### src/hw/dts_rx_config.svh
`ifndef DTS_RX_CONFIG_SVH
`define DTS_RX_CONFIG_SVH

// Lane structure
`define DTS_N_LANES     4
`define DTS_WORD_W      18   // 2-bit header + payload
`define DTS_PAYLOAD_W   16
`define DTS_SEL_W       2    // Physical lane number

// Word boundary search
`define DTS_LOCK_GOOD   16   // Valid headers in a row to lock
`define DTS_LOSS_BAD    4    // Bad headers in a row to drop lock
`define DTS_HOLDOFF     32   // Settle time after a gearbox slip

// Lane alignment
`define DTS_MAX_OFFSET  7
`define DTS_OFS_W       3

// Header codes
`define DTS_HDR_DATA    2'b10
`define DTS_HDR_CTRL    2'b01

`endif

### src/hw/dts_rx_pkg.sv
`include "dts_rx_config.svh"

package dts_rx_pkg;

  ///////////////////////////////
  // Plain vectors
  ///////////////////////////////

  typedef logic [`DTS_WORD_W-1:0]    lane_word_t;  // Raw gearbox word
  typedef logic [`DTS_PAYLOAD_W-1:0] payload_t;
  typedef logic [`DTS_SEL_W-1:0]     lane_sel_t;   // Physical lane select

  ///////////////////////////////
  // Frame between stages
  ///////////////////////////////

  // Declared MSB first, so index lands on bit 0 as in the control word
  typedef struct packed {
    logic sync;
    logic ten_sec;
    logic one_sec;
    logic index;
  } markers_t;

  typedef struct packed {
    logic     vld;   // Data word present
    markers_t mark;  // Only on control words
    payload_t data;
  } dts_frame_t;

  // Word boundary search
  typedef enum logic [1:0] {
    HUNT,
    HOLDOFF,
    LOCKED
  } def_state_e;

endpackage

### src/hw/dts_lane_deformatter.sv
`timescale 1ns/1ps
`include "dts_rx_config.svh"

module dts_lane_deformatter (
  input  logic                   gt_clkout,
  input  logic                   arst_n_i,
  input  dts_rx_pkg::lane_word_t word_i,
  input  logic                   word_vld_i,
  output logic                   slip_o,
  output logic                   locked_o,
  output dts_rx_pkg::dts_frame_t frame_o
);

  // One counter serves both the good run in HUNT and the bad run in LOCKED
  localparam int HDR_CNT_MAX = (`DTS_LOCK_GOOD > `DTS_LOSS_BAD) ? `DTS_LOCK_GOOD
                                                                : `DTS_LOSS_BAD;
  localparam int HDR_CNT_W   = $clog2(HDR_CNT_MAX + 1);
  localparam int HOLD_CNT_W  = $clog2(`DTS_HOLDOFF + 1);

  localparam logic [HDR_CNT_W-1:0]  GOOD_LAST = HDR_CNT_W'(`DTS_LOCK_GOOD - 1);
  localparam logic [HDR_CNT_W-1:0]  BAD_LAST  = HDR_CNT_W'(`DTS_LOSS_BAD - 1);
  localparam logic [HOLD_CNT_W-1:0] HOLD_LAST = HOLD_CNT_W'(`DTS_HOLDOFF - 1);

  dts_rx_pkg::def_state_e state_q;
  logic [HDR_CNT_W-1:0]   hdr_cnt_q;
  logic [HOLD_CNT_W-1:0]  hold_cnt_q;
  logic [1:0]             hdr;
  logic                   is_data;
  logic                   is_ctrl;
  logic                   hdr_ok;
  dts_rx_pkg::payload_t   payload;

  assign hdr     = word_i[`DTS_WORD_W-1 -: 2];
  assign payload = word_i[`DTS_PAYLOAD_W-1:0];
  assign is_data = (hdr == `DTS_HDR_DATA);
  assign is_ctrl = (hdr == `DTS_HDR_CTRL);
  assign hdr_ok  = is_data | is_ctrl;  // 00 and 11 never occur on a good boundary

  assign locked_o = (state_q == dts_rx_pkg::LOCKED);

  ///////////////////////////////
  // Lock FSM
  ///////////////////////////////

  always_ff @(posedge gt_clkout or negedge arst_n_i) begin
    if (!arst_n_i) begin
      state_q    <= dts_rx_pkg::HUNT;
      hdr_cnt_q  <= '0;
      hold_cnt_q <= '0;
      slip_o     <= 1'b0;
    end else begin
      slip_o <= 1'b0;  // Single-cycle request
      case (state_q)
        dts_rx_pkg::HUNT: begin
          if (word_vld_i) begin
            if (!hdr_ok) begin
              slip_o     <= 1'b1;
              state_q    <= dts_rx_pkg::HOLDOFF;
              hold_cnt_q <= '0;
              hdr_cnt_q  <= '0;
            end else if (hdr_cnt_q == GOOD_LAST) begin
              state_q   <= dts_rx_pkg::LOCKED;
              hdr_cnt_q <= '0;
            end else begin
              hdr_cnt_q <= hdr_cnt_q + 1'b1;
            end
          end
        end
        dts_rx_pkg::HOLDOFF: begin
          // Gearbox output is garbage for a while, counts cycles not words
          if (hold_cnt_q == HOLD_LAST) begin
            state_q   <= dts_rx_pkg::HUNT;
            hdr_cnt_q <= '0;
          end
          hold_cnt_q <= hold_cnt_q + 1'b1;
        end
        dts_rx_pkg::LOCKED: begin
          if (word_vld_i) begin
            if (hdr_ok) begin
              hdr_cnt_q <= '0;  // Bad run broken
            end else if (hdr_cnt_q == BAD_LAST) begin
              state_q   <= dts_rx_pkg::HUNT;
              hdr_cnt_q <= '0;
            end else begin
              hdr_cnt_q <= hdr_cnt_q + 1'b1;
            end
          end
        end
        default: state_q <= dts_rx_pkg::HUNT;
      endcase
    end
  end

  ///////////////////////////////
  // Frame extraction
  ///////////////////////////////

  always_ff @(posedge gt_clkout or negedge arst_n_i) begin
    if (!arst_n_i) begin
      frame_o <= '0;
    end else begin
      frame_o <= '0;
      if (word_vld_i && (state_q == dts_rx_pkg::LOCKED)) begin
        if (is_data) begin
          frame_o.vld  <= 1'b1;
          frame_o.data <= payload;
        end else if (is_ctrl) begin
          frame_o.mark.index   <= payload[0];
          frame_o.mark.one_sec <= payload[1];
          frame_o.mark.ten_sec <= payload[2];
          frame_o.mark.sync    <= payload[3];
        end
      end
    end
  end

endmodule

### src/hw/dts_lane_reorder.sv
`timescale 1ns/1ps
`include "dts_rx_config.svh"

module dts_lane_reorder (
  input  logic                   gt_clkout,
  input  logic                   arst_n_i,
  input  dts_rx_pkg::dts_frame_t frames_i   [`DTS_N_LANES],
  input  logic [`DTS_N_LANES-1:0] locked_i,
  input  dts_rx_pkg::lane_sel_t  lane_map_i [`DTS_N_LANES],  // Source per logical lane
  output dts_rx_pkg::dts_frame_t frames_o   [`DTS_N_LANES],
  output logic [`DTS_N_LANES-1:0] locked_o
);

  ///////////////////////////////
  // Crossbar register
  ///////////////////////////////

  // Full crossbar, a source may feed several outputs
  always_ff @(posedge gt_clkout or negedge arst_n_i) begin
    if (!arst_n_i) begin
      for (int i = 0; i < `DTS_N_LANES; i++) begin
        frames_o[i] <= '0;
      end
      locked_o <= '0;
    end else begin
      for (int i = 0; i < `DTS_N_LANES; i++) begin
        frames_o[i] <= frames_i[lane_map_i[i]];
        locked_o[i] <= locked_i[lane_map_i[i]];  // Status follows the data
      end
    end
  end

endmodule

### src/hw/dts_lane_offsetter.sv
`timescale 1ns/1ps
`include "dts_rx_config.svh"

module dts_lane_offsetter (
  input  logic                   gt_clkout,
  input  logic                   arst_n_i,
  input  dts_rx_pkg::dts_frame_t frame_i,
  input  logic                   advance_i,  // Offset down
  input  logic                   delay_i,    // Offset up
  input  logic                   ofs_rst_i,
  output dts_rx_pkg::dts_frame_t frame_o
);

  localparam logic [`DTS_OFS_W-1:0] OFS_MAX = `DTS_OFS_W'(`DTS_MAX_OFFSET);

  // Tap 0 is the live input, taps 1..MAX come from the delay line
  dts_rx_pkg::dts_frame_t taps   [0:`DTS_MAX_OFFSET];
  dts_rx_pkg::dts_frame_t line_q [1:`DTS_MAX_OFFSET];
  logic [`DTS_OFS_W-1:0]  ofs_q;

  ///////////////////////////////
  // Delay line
  ///////////////////////////////

  always_ff @(posedge gt_clkout or negedge arst_n_i) begin
    if (!arst_n_i) begin
      for (int k = 1; k <= `DTS_MAX_OFFSET; k++) begin
        line_q[k] <= '0;
      end
    end else begin
      line_q[1] <= frame_i;  // Shifts every cycle
      for (int k = 2; k <= `DTS_MAX_OFFSET; k++) begin
        line_q[k] <= line_q[k-1];
      end
    end
  end

  always_comb begin
    taps[0] = frame_i;
    for (int k = 1; k <= `DTS_MAX_OFFSET; k++) begin
      taps[k] = line_q[k];
    end
  end

  ///////////////////////////////
  // Tap select
  ///////////////////////////////

  always_ff @(posedge gt_clkout or negedge arst_n_i) begin
    if (!arst_n_i) begin
      ofs_q <= '0;
    end else if (ofs_rst_i) begin
      ofs_q <= '0;
    end else if (advance_i && !delay_i) begin
      if (ofs_q != '0) ofs_q <= ofs_q - 1'b1;
    end else if (delay_i && !advance_i) begin
      if (ofs_q != OFS_MAX) ofs_q <= ofs_q + 1'b1;
    end
  end

  // A tap change skips or repeats frames once
  always_ff @(posedge gt_clkout or negedge arst_n_i) begin
    if (!arst_n_i) begin
      frame_o <= '0;
    end else begin
      frame_o <= taps[ofs_q];
    end
  end

endmodule

### src/hw/dts_rx_top.sv
`timescale 1ns/1ps
`include "dts_rx_config.svh"

module dts_rx_top (
  input  logic                    gt_clkout,
  input  logic                    arst_n_i,
  input  dts_rx_pkg::lane_word_t  lane_word_i [`DTS_N_LANES],
  input  logic                    word_vld_i,  // Common to all lanes
  input  dts_rx_pkg::lane_sel_t   lane_map_i  [`DTS_N_LANES],
  input  logic [`DTS_N_LANES-1:0] advance_i,
  input  logic [`DTS_N_LANES-1:0] delay_i,
  input  logic                    ofs_rst_i,
  output logic [`DTS_N_LANES-1:0] slip_o,      // To gearbox
  output dts_rx_pkg::dts_frame_t  frame_o     [`DTS_N_LANES],
  output logic [`DTS_N_LANES-1:0] lane_locked_o
);

  dts_rx_pkg::dts_frame_t  def_frame [`DTS_N_LANES];  // Physical order
  logic [`DTS_N_LANES-1:0] def_locked;
  dts_rx_pkg::dts_frame_t  reo_frame [`DTS_N_LANES];  // Logical order

  ///////////////////////////////
  // Per physical lane
  ///////////////////////////////

  for (genvar i = 0; i < `DTS_N_LANES; i++) begin : g_def
    dts_lane_deformatter u_def (
      .gt_clkout  (gt_clkout),
      .arst_n_i   (arst_n_i),
      .word_i     (lane_word_i[i]),
      .word_vld_i (word_vld_i),
      .slip_o     (slip_o[i]),
      .locked_o   (def_locked[i]),
      .frame_o    (def_frame[i])
    );
  end

  dts_lane_reorder u_reorder (
    .gt_clkout  (gt_clkout),
    .arst_n_i   (arst_n_i),
    .frames_i   (def_frame),
    .locked_i   (def_locked),
    .lane_map_i (lane_map_i),
    .frames_o   (reo_frame),
    .locked_o   (lane_locked_o)  // Not delayed by the offset
  );

  ///////////////////////////////
  // Per logical lane
  ///////////////////////////////

  for (genvar i = 0; i < `DTS_N_LANES; i++) begin : g_ofs
    dts_lane_offsetter u_ofs (
      .gt_clkout (gt_clkout),
      .arst_n_i  (arst_n_i),
      .frame_i   (reo_frame[i]),
      .advance_i (advance_i[i]),
      .delay_i   (delay_i[i]),
      .ofs_rst_i (ofs_rst_i),
      .frame_o   (frame_o[i])
    );
  end

endmodule

### config.mk
export PLATFORM = sky130hd
export DESIGN_NAME = dts_rx_top
export DESIGN_NICKNAME = d
export VERILOG_FILES = /design/src/hw/dts_rx_pkg.sv /design/src/hw/dts_lane_deformatter.sv /design/src/hw/dts_lane_reorder.sv /design/src/hw/dts_lane_offsetter.sv /design/src/hw/dts_rx_top.sv
export VERILOG_INCLUDE_DIRS = /design/src /design/src/hw
export SDC_FILE = /design/constraint.sdc
export NUM_CORES = 1
export LEC_CHECK = 0
export BUFFER_PORTS_ARGS = -buffer_cell sky130_fd_sc_hd__buf_2
export CORE_MARGIN = 2
export CORE_UTILIZATION = 45
export CTS_CLUSTER_DIAMETER = 50
export DETAILED_ROUTE_END_ITERATION = 10
export RECOVER_POWER = 100
export SYNTH_ARGS = -nofsm -noshare
export SYNTH_HDL_FRONTEND = slang
export SYNTH_HIERARCHICAL = 1
export SYNTH_SLANG_ARGS = --single-unit
### constraint.sdc
create_clock -name gt_clkout -period 1.72 [get_ports gt_clkout]
set_input_delay 0.258 -clock gt_clkout [delete_from_list [all_inputs] [get_ports gt_clkout]]
set_output_delay 0.258 -clock gt_clkout [all_outputs]
set_load 0.02 [all_outputs]
==> impl_metrics.yaml <==
outcome:
  result_of_the_run: "complete, no violations"
timing:
  tightest_slew_ns: 1.14
  slew_viol_final: 0
  period_share_pct: 98.9
  final_period_minus_worst_setup_slack_ns: 1.70
  fin_ws_ns: 0.0188
  endpoints_failing_hold: 0
  hold_ws_ns: 0.0419
  max_freq_mhz: 588
  grt_setup_unrepaired: "true"
  skew_ns: 0.0278
  timing.final.setup_violations: 0
  slew-limit-headroom_pct: 23.7
setup_path:
  worstPathRequired_ns: 2.29
  reg2reg_slack_ns: 0.02
  worstReg2RegStart: "g_def[0].u_def/state_q[1]"
  timing.critical_path.fanout_max: 5
  setup.worst_path.class: "reg2reg"
  reg2reg_depth: 8
  critPathArrivalTime_ns: 2.27
  crit_path_start_kind: "flip-flop"
  critical_path_capture_point_type: "flip-flop"
  endpoint_of_the_worst_slack_reg_to_reg_timing_path: "g_def[0].u_def/hdr_cnt_q[4]"
power_and_ir_drop:
  swShare_pct: 26.3
  p_leak_nw: 20.2
  share_seq_of_total_power_pct: 42.7
  combinationalPowerShare_pct: 15.4
  power_density_nw_per_um2: 1320
  worst_ir_drop_vdd_uv: 956
  power.total_mw: 54.9
  switching_power_mw: 14.5
  cellInternalPower_mw: 40.5
  clockPowerShare_pct: 41.9
detailed_routing:
  final_routed_wirelength_mm: 75.8
  wl_per_cell_um: 22.5
  drt_iter0_drc: 1109
  post_drt_via_cell_ratio: 5.39
  drt_pre_antenna_iters: 5
  remaining_drc_errors: 0
  dr_total_vias: 18200
  antenna_violation_net_count_after_detailed_routing: 0
global_route:
  wire_length_of_the_first_global_routing_pass_mm: 119
  pin_count_of_the_biggest_net_entering_global_routing: 78
  gr_overflow_total: 0
  grt.total_usage_pct: 20.3
  vias_in_the_first_global_route: 20000
  grt_antenna_before_repair: 6
logic_synthesis:
  synth_edf_count: 0
  synth_top_cells_by_area: "dfrtp_1 68%, mux4_2 17%, mux2_2 1.8%, ha_1 1.6%, and2_1 1.5%"
  yosys.cell_count.top_type: "dfrtp_1"
  synth.ff_latch_count: 912
  synth.cell_area_sq_um: 33700
  postSynthCellCount: 1883
  netlist-cell-type-count: 61
  synth_largest_type_area_fraction_pct: 67.7
  asyncSetResetFlopFracSynth_pct: 100
  synth_top_flop_cell: "dfrtp_1"
  synth_top_cell_by_area: "dfrtp_1"
  synthesis.yosys.warnings: 6
  yosysSeqAreaShare_pct: 67.7
  synth_top_cells_by_count: "912 x dfrtp_1, 248 x mux4_2, 104 x nand2_1"
  syn-num-nets: 2019
  postSynthAreaPerCell_sq_um: 17.9
run:
  max_cap_viol_count: 0
clock_tree:
  max-clock-path-buffers: 3
  cts_htree_levels: 3
  clk-insertion-delay-late_ns: 0.67
  numCtsBuffers: 107
  clock_sink_count: 912
  tritoncts: "done"
  cts.reportedPaths.clkPinSlew_ns: 0.06
  cts_root_buffer: "clkbuf_16"
floorplanning:
  floorplan.die_area_sq_um: 77200
  boundaryPins: 184
  die_height_um: 278
  core_area_sq_um: 74300
  initial_cell_density_of_the_core_pct: 45.4
  die_w_um: 278
  std_cell_rows: 100
worst_hold_path:
  path_type_of_the_worst_min_delay_path: "in2reg"
  worstHoldStart: "delay_i[0]"
  worst_hold_path.num_cells: 5
  min_delay_worst_endpoint: "g_ofs[0].u_ofs/ofs_q[0]"
placement:
  numPortBuffers: 183
  gpl.final_weighted_congestion: 0.851
  dp_slack_ns: -0.0569
  hpwl_mm: 51.3
layout:
  syn_to_final_growth_pct: 23.0
  drive_above_1_share_pct: 38.2
  num-nets-final: 2442
  final.fill_count: 5744
[registers in the layout, summed over array words and instances, names as in the netlist]
register,flops
g_def.u_def/frame_o,84
g_def.u_def/hdr_cnt_q,20
g_def.u_def/hold_cnt_q,24
g_def.u_def/slip_o,4
g_def.u_def/state_q,8
g_ofs.u_ofs/frame_o,84
g_ofs.u_ofs/line_q,588
g_ofs.u_ofs/ofs_q,12
u_reorder/frames_o,84
u_reorder/locked_o,4
[worst max-delay path: stages (launching register included)]
cell and delay [ns]:
dfrtp_1 0.40, inv_2 0.08, ha_4 0.18, o21ba_4 0.20, a2111oi_4 0.33, buf_6 0.18
buf_6 0.10, nor2_2 0.03, a31oi_1 0.13
[worst max path at each step]
stage	start	to	cells after the start
6_report	g_def[0].u_def/state_q[1]	g_def[0].u_def/hdr_cnt_q[4]	8
3_5_place_dp	g_def[1].u_def/hdr_cnt_q[0]	g_def[1].u_def/hdr_cnt_q[0]	8
3_3_place_gp	g_def[3].u_def/state_q[1]	g_def[3].u_def/hdr_cnt_q[1]	5
2_1_floorplan	g_def[3].u_def/state_q[1]	g_def[3].u_def/hdr_cnt_q[1]	6
4_1_cts	g_def[0].u_def/state_q[1]	g_def[0].u_def/hdr_cnt_q[1]	8
5_1_grt	g_def[0].u_def/state_q[0]	g_def[0].u_def/hdr_cnt_q[1]	8
[area by class of cell]
cell class	instances	area [sq um]	share of cell area, %
Antenna cell	3	7.51	0.0181
Timing Repair Buffer	408	3130	7.54
Clock buffer	146	3050	7.36
Tap cell	969	1210	2.92
Clock inverter	52	652	1.57
Inverter	38	143	0.344
Sequential cell	912	22800	55.0
Multi-Input combinational cell	839	10400	25.2
[cell usage in the layout, fill, tap and decap left out, types with 17 or more instances in the layout]
master,Yosys,final
dfrtp_1,912,904
nand3_1,37,30
clkbuf_16,0,107
nand2b_1,22,22
clkbuf_1,21,23
buf_2,44,185
clkbuf_8,0,23
mux4_2,248,248
inv_1,38,32
buf_6,13,17
clkbuf_2,0,22
buf_4,3,72
buf_12,6,29
and2_1,80,80
mux2_2,54,53
nor2_1,27,26
ha_1,44,22
dlygate4sd3_1,0,70
nand2_1,104,104
[power by group through the flow]
stage	combinational (mW)	sequential, mW	clock [mW]
6_report	8.48	23.5	23.0
5_1_grt	9.23	23.6	24.5
4_1_cts	7.93	23.4	23.6
3_5_place_dp	7.58	23.8	0
3_3_place_gp	7.37	23.7	0
2_1_floorplan	4.75	23.6	0
[logic make-up (layout without fill, tap and decap cells)]
| family | Yosys count | after routing | synth area share [%] |
|---|---|---|---|
| DFF | 912 | 912 | 67.7 |
| muxes | 341 | 341 | 20.1 |
| and+or+nand+nor | 327 | 327 | 5.20 |
| buffers and inverters | 132 | 644 | 2.24 |
| AOI/OAI and AO/OA | 110 | 110 | 2.71 |
| adders and majority gates | 44 | 44 | 1.63 |
| xor gates and xnor gates | 17 | 17 | 0.441 |
| other | 0 | 3 | 0 |
[stage by stage]
step	util [%]	cells	area (sq um)	TNS, ns
after detailed placement	49.5	3072	36800	-0.412
after CTS	55.5	3348	41300	0
after floorplan	-	1883	33700	-0.0642
after global placement	49.5	3072	36800	0
after global routing	55.8	3367	41500	-0.274
final	55.8	3367	41500	0
[metal layers]
layer / track usage, % / wire (um) / vias to the layer above
met3: 3.89 / 3980 / 123
li1: - / - / 7739
met1: 29.2 / 33200 / 9791
met2: 31.9 / 36800 / 497
met5: 0 / 0 / -
met4: 5.54 / 1740 / 0
[timing repair]
item | in CTS | in global routing
buffers inserted | 8 | 16
pin swaps | 5 | 17
hold buffers | 70 | 0
resized for setup | 11 | 68
endpoints found under the setup margin | 19 | 41
endpoints found under the hold margin | 439 | 0
(Power assumes the default switching activity.)
